## config.mk

```make
export PLATFORM = sky130hd
export DESIGN_NAME = dlx_core_top
export DESIGN_NICKNAME = d
export VERILOG_FILES = /design/src/design/dlx_isa_pkg.sv /design/src/design/dlx_core_pkg.sv /design/src/design/dlx_core_top.sv /design/src/design/execute_unit.sv /design/src/design/instr_decode.sv /design/src/design/instr_fetch.sv /design/src/design/result_writeback.sv
export SDC_FILE = /design/constraint.sdc
export NUM_CORES = 2
export LEC_CHECK = 0
export BUFFER_PORTS_ARGS = -buffer_cell sky130_fd_sc_hd__buf_2
export CAP_MARGIN = 20
export CORE_UTILIZATION = 26
export DETAILED_ROUTE_END_ITERATION = 6
export SKIP_LAST_GASP = 1
export SLEW_MARGIN = 20
export SYNTH_ARGS = -nofsm -noshare
export SYNTH_HDL_FRONTEND = slang
export SYNTH_HIERARCHICAL = 1
export SYNTH_SLANG_ARGS = --single-unit
```

## constraint.sdc

```tcl
create_clock -name clk -period 41.2 [get_ports clk]
set_input_delay 8.24 -clock clk [delete_from_list [all_inputs] [get_ports clk]]
set_output_delay 8.24 -clock clk [all_outputs]
set_load 0.005 [all_outputs]
```

## src/design/dlx_isa_pkg.sv

```systemverilog
`default_nettype none

package dlx_isa_pkg;

  localparam int WORD_WIDTH   = 32;
  localparam int REG_COUNT    = 32;
  localparam int REG_BITS     = 5;
  localparam int OPCODE_WIDTH = 6;
  localparam int FUNCT_WIDTH  = 6;
  localparam int IMM_WIDTH    = 16;

  typedef logic [WORD_WIDTH-1:0]   word_t;
  typedef logic [REG_BITS-1:0]     reg_addr_t;
  typedef logic [OPCODE_WIDTH-1:0] opcode_t;
  typedef logic [FUNCT_WIDTH-1:0]  funct_t;
  typedef logic [IMM_WIDTH-1:0]    imm16_t;

  // primary opcodes
  localparam opcode_t OP_RTYPE = 6'h00;
  localparam opcode_t OP_J     = 6'h02;
  localparam opcode_t OP_JAL   = 6'h03;
  localparam opcode_t OP_BEQZ  = 6'h04;
  localparam opcode_t OP_BNEZ  = 6'h05;
  localparam opcode_t OP_ADDI  = 6'h08;
  localparam opcode_t OP_ANDI  = 6'h0c;
  localparam opcode_t OP_ORI   = 6'h0d;
  localparam opcode_t OP_XORI  = 6'h0e;
  localparam opcode_t OP_JR    = 6'h12;
  localparam opcode_t OP_JALR  = 6'h13;

  // R-type function field
  localparam funct_t FN_ADD = 6'h20;
  localparam funct_t FN_SUB = 6'h22;
  localparam funct_t FN_AND = 6'h24;
  localparam funct_t FN_OR  = 6'h25;
  localparam funct_t FN_XOR = 6'h26;
  localparam funct_t FN_SLT = 6'h2a;

  localparam reg_addr_t LINK_REG = 5'd31; // jal and jalr target

endpackage

`default_nettype wire

```

## src/design/dlx_core_pkg.sv

```systemverilog
`default_nettype none

package dlx_core_pkg;

  typedef enum logic [2:0] {
    ALU_ADD,
    ALU_SUB,
    ALU_AND,
    ALU_OR,
    ALU_XOR,
    ALU_SLT,
    ALU_PASS_B
  } alu_op_t;

  typedef enum logic [2:0] {
    FLOW_NEXT,
    FLOW_BEQZ,
    FLOW_BNEZ,
    FLOW_JUMP_REL,
    FLOW_JUMP_REG
  } flow_t;

  typedef struct packed {
    dlx_isa_pkg::word_t     pc;
    dlx_isa_pkg::word_t     pc_plus_four;
    alu_op_t                alu_op;
    flow_t                  flow;
    dlx_isa_pkg::word_t     operand_a;
    dlx_isa_pkg::word_t     operand_b;   // rs2 value or extended immediate
    dlx_isa_pkg::word_t     offset;      // sign extended displacement
    dlx_isa_pkg::reg_addr_t dest;
    logic                   write;
    logic                   link;
  } decoded_t;

  typedef struct packed {
    logic               taken;
    dlx_isa_pkg::word_t target;
  } redirect_t;

  typedef struct packed {
    dlx_isa_pkg::word_t     pc;
    logic                   write;
    dlx_isa_pkg::reg_addr_t dest;
    dlx_isa_pkg::word_t     data;
  } retire_t;

endpackage

`default_nettype wire

```

## src/design/dlx_core_top.sv

```systemverilog
`timescale 1ns/1ps
`default_nettype none

module dlx_core_top #(
  parameter dlx_isa_pkg::word_t reset_address = '0
) (
  input  wire logic                  clk,
  input  wire logic                  reset,
  input  wire logic                  stall,
  input  wire dlx_isa_pkg::word_t    instr_data,
  output      dlx_isa_pkg::word_t    instr_addr,
  output      dlx_core_pkg::retire_t retire,
  output      logic                  retire_valid
);

  import dlx_isa_pkg::*;
  import dlx_core_pkg::*;

  word_t     pc_plus_four;
  redirect_t redirect;
  reg_addr_t rs1_addr;
  reg_addr_t rs2_addr;
  word_t     rs1_data;
  word_t     rs2_data;
  decoded_t  decoded;
  retire_t   result;

  instr_fetch #(
    .reset_address(reset_address)
  ) fetch_i (
    .clk         (clk),
    .reset       (reset),
    .stall       (stall),
    .redirect    (redirect),
    .instr_addr  (instr_addr),
    .pc_plus_four(pc_plus_four)
  );

  instr_decode decode_i (
    .instr_data  (instr_data),
    .pc          (instr_addr), // word on instr_data belongs to this address
    .pc_plus_four(pc_plus_four),
    .rs1_addr    (rs1_addr),
    .rs2_addr    (rs2_addr),
    .rs1_data    (rs1_data),
    .rs2_data    (rs2_data),
    .decoded     (decoded)
  );

  execute_unit execute_i (
    .decoded (decoded),
    .redirect(redirect),
    .result  (result)
  );

  result_writeback writeback_i (
    .clk         (clk),
    .reset       (reset),
    .stall       (stall),
    .rs1_addr    (rs1_addr),
    .rs2_addr    (rs2_addr),
    .rs1_data    (rs1_data),
    .rs2_data    (rs2_data),
    .result      (result),
    .retire      (retire),
    .retire_valid(retire_valid)
  );

endmodule

`default_nettype wire

```

## src/design/execute_unit.sv

```systemverilog
`timescale 1ns/1ps
`default_nettype none

module execute_unit (
  input  wire dlx_core_pkg::decoded_t  decoded,
  output      dlx_core_pkg::redirect_t redirect,
  output      dlx_core_pkg::retire_t   result
);

  import dlx_isa_pkg::*;
  import dlx_core_pkg::*;

  word_t a;
  word_t b;
  word_t alu_out;
  word_t rel_target;
  logic  a_is_zero;

  assign a = decoded.operand_a;
  assign b = decoded.operand_b;

  always_comb begin
    case (decoded.alu_op)
      ALU_ADD:    alu_out = a + b;
      ALU_SUB:    alu_out = a - b;
      ALU_AND:    alu_out = a & b;
      ALU_OR:     alu_out = a | b;
      ALU_XOR:    alu_out = a ^ b;
      ALU_SLT:    alu_out = {31'd0, $signed(a) < $signed(b)}; // signed compare
      ALU_PASS_B: alu_out = b;
      default:    alu_out = b;
    endcase
  end

  // branches and j/jal are relative to the next instruction
  assign rel_target = decoded.pc_plus_four + decoded.offset;
  assign a_is_zero  = (a == '0);

  always_comb begin
    redirect.taken  = 1'b0;
    redirect.target = rel_target;
    case (decoded.flow)
      FLOW_BEQZ:     redirect.taken = a_is_zero;
      FLOW_BNEZ:     redirect.taken = !a_is_zero;
      FLOW_JUMP_REL: redirect.taken = 1'b1;
      FLOW_JUMP_REG: begin
        redirect.taken  = 1'b1;
        redirect.target = a; // low bits cleared in decode
      end
      default:       redirect.taken = 1'b0;
    endcase
  end

  assign result.pc    = decoded.pc;
  assign result.write = decoded.write;
  assign result.dest  = decoded.dest;
  assign result.data  = decoded.link ? decoded.pc_plus_four : alu_out; // no delay slot

endmodule

`default_nettype wire

```

## src/design/instr_decode.sv

```systemverilog
`timescale 1ns/1ps
`default_nettype none

module instr_decode (
  input  wire dlx_isa_pkg::word_t     instr_data,
  input  wire dlx_isa_pkg::word_t     pc,
  input  wire dlx_isa_pkg::word_t     pc_plus_four,
  output      dlx_isa_pkg::reg_addr_t rs1_addr,
  output      dlx_isa_pkg::reg_addr_t rs2_addr,
  input  wire dlx_isa_pkg::word_t     rs1_data,
  input  wire dlx_isa_pkg::word_t     rs2_data,
  output      dlx_core_pkg::decoded_t decoded
);

  import dlx_isa_pkg::*;
  import dlx_core_pkg::*;

  opcode_t   opcode;
  funct_t    funct;
  reg_addr_t rd;
  imm16_t    imm;
  word_t     imm_sext;
  word_t     imm_zext;
  word_t     disp_sext;
  logic      writes_reg;

  assign opcode   = instr_data[31:26];
  assign rs1_addr = instr_data[25:21];
  assign rs2_addr = instr_data[20:16]; // also rt for I-type
  assign rd       = instr_data[15:11];
  assign funct    = instr_data[5:0];
  assign imm      = instr_data[15:0];

  assign imm_sext  = {{16{imm[15]}}, imm};
  assign imm_zext  = {16'h0000, imm};
  assign disp_sext = {{6{instr_data[25]}}, instr_data[25:0]};

  always_comb begin
    decoded              = '0;
    decoded.pc           = pc;
    decoded.pc_plus_four = pc_plus_four;
    decoded.alu_op       = ALU_PASS_B;
    decoded.flow         = FLOW_NEXT;
    decoded.operand_a    = rs1_data;
    decoded.operand_b    = imm_sext;
    decoded.offset       = imm_sext;
    decoded.dest         = rs2_addr;
    decoded.link         = 1'b0;
    writes_reg           = 1'b0;

    case (opcode)
      OP_RTYPE: begin
        decoded.operand_b = rs2_data;
        decoded.dest      = rd;
        writes_reg        = 1'b1;
        case (funct)
          FN_ADD:  decoded.alu_op = ALU_ADD;
          FN_SUB:  decoded.alu_op = ALU_SUB;
          FN_AND:  decoded.alu_op = ALU_AND;
          FN_OR:   decoded.alu_op = ALU_OR;
          FN_XOR:  decoded.alu_op = ALU_XOR;
          FN_SLT:  decoded.alu_op = ALU_SLT;
          default: writes_reg     = 1'b0; // unknown function is a no-op
        endcase
      end
      OP_ADDI: begin
        decoded.alu_op = ALU_ADD;
        writes_reg     = 1'b1;
      end
      OP_ANDI, OP_ORI, OP_XORI: begin
        decoded.operand_b = imm_zext; // logical ops zero extend
        decoded.alu_op    = (opcode == OP_ANDI) ? ALU_AND :
                            (opcode == OP_ORI)  ? ALU_OR  : ALU_XOR;
        writes_reg        = 1'b1;
      end
      OP_BEQZ: decoded.flow = FLOW_BEQZ;
      OP_BNEZ: decoded.flow = FLOW_BNEZ;
      OP_J, OP_JAL: begin
        decoded.flow   = FLOW_JUMP_REL;
        decoded.offset = disp_sext;
        decoded.link   = (opcode == OP_JAL);
        decoded.dest   = LINK_REG;
        writes_reg     = (opcode == OP_JAL);
      end
      OP_JR, OP_JALR: begin
        decoded.flow      = FLOW_JUMP_REG;
        decoded.operand_a = {rs1_data[31:2], 2'b00}; // word aligned target
        decoded.link      = (opcode == OP_JALR);
        decoded.dest      = LINK_REG;
        writes_reg        = (opcode == OP_JALR);
      end
      default: ; // unknown opcode retires as a no-op
    endcase

    decoded.write = writes_reg && (decoded.dest != '0); // r0 stays zero
  end

endmodule

`default_nettype wire

```

## src/design/instr_fetch.sv

```systemverilog
`timescale 1ns/1ps
`default_nettype none

module instr_fetch #(
  parameter dlx_isa_pkg::word_t reset_address = '0
) (
  input  wire logic                    clk,
  input  wire logic                    reset,
  input  wire logic                    stall,
  input  wire dlx_core_pkg::redirect_t redirect,
  output      dlx_isa_pkg::word_t      instr_addr,
  output      dlx_isa_pkg::word_t      pc_plus_four
);

  import dlx_isa_pkg::*;

  word_t pc;
  word_t next_pc;

  assign pc_plus_four = pc + 32'd4;

  // execute has already resolved the condition
  assign next_pc = redirect.taken ? redirect.target : pc_plus_four;

  always_ff @(posedge clk or posedge reset) begin
    if (reset) begin
      pc <= reset_address;
    end else if (!stall) begin
      pc <= next_pc;
    end // hold while stalled
  end

  assign instr_addr = pc;

endmodule

`default_nettype wire

```

## src/design/result_writeback.sv

```systemverilog
`timescale 1ns/1ps
`default_nettype none

module result_writeback (
  input  wire logic                   clk,
  input  wire logic                   reset,
  input  wire logic                   stall,
  input  wire dlx_isa_pkg::reg_addr_t rs1_addr,
  input  wire dlx_isa_pkg::reg_addr_t rs2_addr,
  output      dlx_isa_pkg::word_t     rs1_data,
  output      dlx_isa_pkg::word_t     rs2_data,
  input  wire dlx_core_pkg::retire_t  result,
  output      dlx_core_pkg::retire_t  retire,
  output      logic                   retire_valid
);

  import dlx_isa_pkg::*;
  import dlx_core_pkg::*;

  word_t regs [REG_COUNT];

  // r0 is hardwired to zero
  assign rs1_data = (rs1_addr == '0) ? '0 : regs[rs1_addr];
  assign rs2_data = (rs2_addr == '0) ? '0 : regs[rs2_addr];

  always_ff @(posedge clk or posedge reset) begin
    if (reset) begin
      for (int i = 0; i < REG_COUNT; i++) begin
        regs[i] <= '0;
      end
    end else if (!stall && result.write) begin
      regs[result.dest] <= result.data;
    end
  end

  always_ff @(posedge clk or posedge reset) begin
    if (reset) begin
      retire       <= '0;
      retire_valid <= 1'b0;
    end else begin
      retire_valid <= !stall;
      if (!stall) begin
        retire <= result;
      end else begin
        retire.write <= 1'b0; // nothing retires in a stalled cycle
      end
    end
  end

endmodule

`default_nettype wire

```

Yosys cells after proc, flatten, opt, wreduce, memory -nomap -nowiden
Index checks and enable logic that the tools add are counted.

Memories: 0. Output and inout bits: 103. Bits in registers: 1127. Input port bits: 35. Word-level logic and storage cells: 125. RAM bits: 0. Memory bits (read-only): 0. Bits in latches: 0.

Magnitude comparators: 5. Bitwise operators: 6. Add/subtract/negate cells: 4. Shifts and indexed selects: 0. Equal/unequal tests: 25. Divide/modulo/power cells: 0. Multiply operators: 0. Muxes and demuxes: 29. Reductions and logical operators: 18.

Operator list (count): $bwmux W1024 (1); $mux W32 (11); $bmux W32 S5 (2); $pmux W32 S6 (1); $demux W32 S5 (1); $add A32 B32 Y32 (2); $pmux W32 S2 (1); $eq A6 B6 Y1 const B (6); $add A32 B3 Y32 const B (1); $and A32 B32 Y32 (1); $logic_not A32 Y1 (1); $lt A32 B32 Y1 (1); $or A32 B32 Y32 (1); $sub A32 B32 Y32 (1); $xor A32 B32 Y32 (1); $eq A6 B4 Y1 const B (4); $ge A6 B6 Y1 const B (3); $not A5 Y6 (3); $pmux W3 S6 (1); $eq A3 B2 Y1 const B (4); $eq A6 B2 Y1 const B (2); $eq A6 B3 Y1 const B (2); $eq A6 B5 Y1 const B (2); $pmux W3 S4 (1); 21 further kinds (33).

Logic depth before layout (Yosys ltp)
Depth after elaboration: 10. Mapped depth: 25. Mapped depth without buffers: 20.

Hierarchy
The synthesis kept the hierarchy.

By module, submodules not included: result_writeback (sequential area each 27401.3 µm², area an instance 57915.5 µm², times used 1, cells an instance 3774); execute_unit (sequential area each 0.0 µm², area an instance 7726.2 µm², times used 1, cells an instance 1202); instr_fetch (sequential area each 800.8 µm², area an instance 2438.6 µm², times used 1, cells an instance 287); instr_decode (sequential area each 0.0 µm², area an instance 1843.0 µm², times used 1, cells an instance 308).

Worst setup path before layout
Ideal clock, no wire load.

Path kind: input to register. Start point: input port instr_data[22]. End point: register writeback_i/regs[478] (netlist bit). Buffers on the path: 4. Setup time: 0.065 ns. Data arrival time: 12.821 ns. Slack: 28.314 ns. Data required time: 41.135 ns. Stages: 24. Cell sequence: buf_4 > buf_6 > buf_6 > mux4_2 > mux2_2 > o21ai_1 > a311oi_1 > and2_1 > inv_1 > ha_1 > inv_1 > fa_1 > nor2b_1 > o21ai_0 > a31oi_1 > o32ai_2 > o21ai_1 > a221oi_2 > o211ai_1 > o32ai_1 > nor4_2 > a211oi_2 > clkbuf_1 > mux2_2.

RTL lines: start: declaration (line dlx_core_top.sv:10) `input wire dlx_isa_pkg::word_t instr_data,`; end signal: indexed assignment (line result_writeback.sv:32) `regs[result.dest] <= result.data;`; end: declaration (line result_writeback.sv:20) `word_t regs [REG_COUNT];`.

==> impl_results.md <==
- Status: complete, but fails checks
- Failing checks: DRC
- ANT nets after route: 0
- Worst-path maximum fanout: 89
- CTS resizes: 0
- Reg clk slew, reported paths: 0.06 ns
- Total track usage: 0.178
- Port Buf Inserts: 137
- Gpl congestion: 0.931
- Row count: 190
- Cell area power density: 39.0 mW/mm2
- Footprint of the multi-input gates: 0.0376 mm2
- Design Power: 3.00 mW
- Async SR Flop Fraction: 1.00
- Iter 0 DRT Violations: 5,809
- CTS tree: built
- H-tree Lvls: 3
- Final wirelength: 248,000 um
- Post-Synthesis Cells: 5,571
- Slew Viols, Final: 0
- Die X: 521 um
- Die area: 0.271 mm2
- Final Setup Violations: 0
- RSZ-0062 raised after global routing: false
- Vias post-DR: 50.6k
- CP Capture Type: register
- Seq/Total Area, Yosys: 0.403
- CP arrival: 16.05 ns
- Area Growth Syn to Fin: 9.92%
- Max Cap Viol: 0
- DP Wirelength: 148,000 um
- Worst VDD drop: 0.0000361 V
- Non-Filler Instances: 8,979
- Io pins: 138
- Maximum clock path buffer count: 3
- Core ar.: 0.268 mm2
- Area after DPL: 0.0727 mm2
- Layout Nets: 5,499
- Slew margin rel.: 0.174
- Dpl ws: 25.06 ns
- Dpl cells: 8,753
- Post-synth EDFFs: 0
- Tcrit/Tclk final: 0.373
- Final hold violation count: 0
- CTS Hold Buffers Added: 0
- Final TNS setup: 0 ns
- Worst setup path class: in2reg
- Startpoint Class: input pin
- Vias per cell: 5.63
- Avg Inst Size Synth: 12.6 um2
- Final min period: 15.36 ns
- Worst-Skew Late Latency: 0.80 ns
- Root Buffer Master: clkbuf_16
- First-pass iteration count of the detailed router: 7
- Syn nets: 5,744
- Leakage: 33.8 nW
- Worst setup margin: 25.84 ns
- Routed wire per std cell: 27.6 um
- Post-CTS setup buffer count: 0
- Vias in the first global route: 49.8k
- Ys flop type: dfrtp_1
- DRC: 4
- Seq cells post-synth: 1,127
- Largest net degree at the start of global routing: 186
- Synth warn: 6
- Num CTS Buffers: 121
- Reg area: 0.0282 mm2
- Post-Route Utilization: 0.287
- Total global routing overflow: 0
- Chip height: 521 um
- Layout cells sized above 1: 0.409
- Fillers: 27.1k
- Num Clock Sinks: 1,127
- Achievable clock frequency: 65.1 MHz
- Worst slew pin tran: 1.23 ns
- Mapped Area: 0.0699 mm2
- Req. time, crit path: 41.89 ns
- WHS: 0.499 ns
- First-pass GRT wire length: 359,000 um
- Starting Density: 0.261
- Min-Delay Path Class: reg2reg
- Synth cell types: 107
- Antenna violations before repair: 10
- Final instance area: 0.0769 mm2
- Clock skew: 0.0556 ns
per-layer routing:
metal / part of all wire / track usage / up-vias
met4: 0.042 / 0.0726 / 4
met2: 0.44 / 0.269 / 2789
met5: 0.000097 / 0 / -
met1: 0.42 / 0.246 / 26800
met3: 0.096 / 0.0361 / 532
li1: - / - / 20400
cell families (layout without fill, tap and decap cells):
family / count (synthesis) / in the layout / share of synthesized area
DFF: 1127 / 1127 / 0.403
muxes: 1743 / 1743 / 0.351
xor gates and xnor gates: 74 / 74 / 0.00927
AOI/OAI and AO/OA: 950 / 950 / 0.0917
buffers and inverters: 797 / 651 / 0.0656
adders and majority gates: 139 / 139 / 0.0252
other: 0 / 2 / 0
and+or+nand+nor: 741 / 741 / 0.0544
cell usage in the layout, fill, tap and decap left out, types with 23 or more instances in the layout:
cell type	instances
a211oi_1	83
a21o_1	35
a21oi_1	159
a221oi_1	57
a22oi_1	98
a311oi_1	58
buf_2	130
buf_4	158
clkbuf_1	25
clkbuf_16	121
clkbuf_8	34
dfrtp_1	1127
ha_1	135
inv_1	116
mux2_1	37
mux2_2	1119
mux2i_1	138
mux4_2	449
nand2_1	252
nand3_1	37
nor2_1	154
nor2b_1	74
nor3_1	35
o21ai_0	156
o21ai_1	90
xnor2_1	51
xor2_1	23
sequential cells by signal (all words and copies together) (netlist names):
signal / flops
writeback_i/retire_valid: 1
writeback_i/regs: 1024
fetch_i/instr_addr: 32
writeback_i/retire: 70
synth_stat cells, types with 19 or more instances:
cell type / number / area [um2]
mux2_1: 37 / 417
mux4_2: 449 / 10100
mux2i_1: 138 / 1380
buf_2: 155 / 776
a22oi_1: 100 / 751
o21ai_0: 170 / 851
ha_1: 135 / 1690
o211ai_1: 19 / 143
nor2b_1: 76 / 475
xnor2_1: 51 / 447
a211oi_1: 83 / 623
buf_4: 223 / 1670
a311oi_1: 68 / 596
nor2_1: 156 / 586
a21oi_1: 162 / 811
o21ai_1: 90 / 450
o2111ai_1: 20 / 175
inv_1: 117 / 439
clkbuf_1: 209 / 785
nand2_1: 270 / 1010
xor2_1: 23 / 201
buf_6: 71 / 800
a221oi_1: 57 / 499
mux2_2: 1119 / 12600
a21o_1: 35 / 263
dfrtp_1: 1127 / 28200
nand3_1: 37 / 185
o31ai_1: 21 / 158
nor3_1: 35 / 175
power by group:
part           switching [mW]  total (mW)  internal [mW]  leakage [nW]
clock                   0.489        1.12          0.634          1.98
combinational           0.359       0.612          0.253          16.5
sequential             0.0747        1.26           1.19          15.3
area by class of cell:
cell class              count  area share
multi-input cells        3647       0.489
flip-flops and latches   1127       0.367
well taps                3552      0.0578
clock buffers             180      0.0467
repair buffers            305      0.0272
inverters                 124     0.00620
clock inverters            42     0.00619
diodes                      2   0.0000651
worst max-delay path, cell delays in order:
cell	delay (ns)
buf_8	0.39
buf_12	0.66
buf_4	0.70
nor2_4	0.08
buf_4	0.26
buf_4	0.30
nand2_1	0.11
o2111ai_1	0.22
a311oi_1	1.00
inv_1	0.10
ha_1	0.53
nand4_1	0.18
a211oi_1	0.25
a21oi_1	0.19
o41ai_2	0.60
a21oi_1	0.14
o21ai_0	0.18
o21ai_0	0.13
xnor2_1	0.18
a222oi_1	0.12
o31ai_4	0.77
buf_6	0.25
mux2_2	0.16
path summary, 6_finish.rpt:
path / from / slack (ns) / end / depth (start not counted)
setup / recovery: instr_data[22] / 25.84 / writeback_i/regs[632] / 23
hold / removal: writeback_i/retire[41] / 0.50 / writeback_i/retire[41] / 1
setup reg to reg: writeback_i/regs[416] / 34.66 / writeback_i/regs[632] / 21
hold reg to reg: writeback_i/retire[41] / 0.50 / writeback_i/retire[41] / 1
max in group asynchronous: reset / 30.52 / writeback_i/regs[155] / 5
min in group asynchronous: reset / 7.61 / writeback_i/retire[44] / 2
No activity file was read; power rests on OpenSTA's default activity.
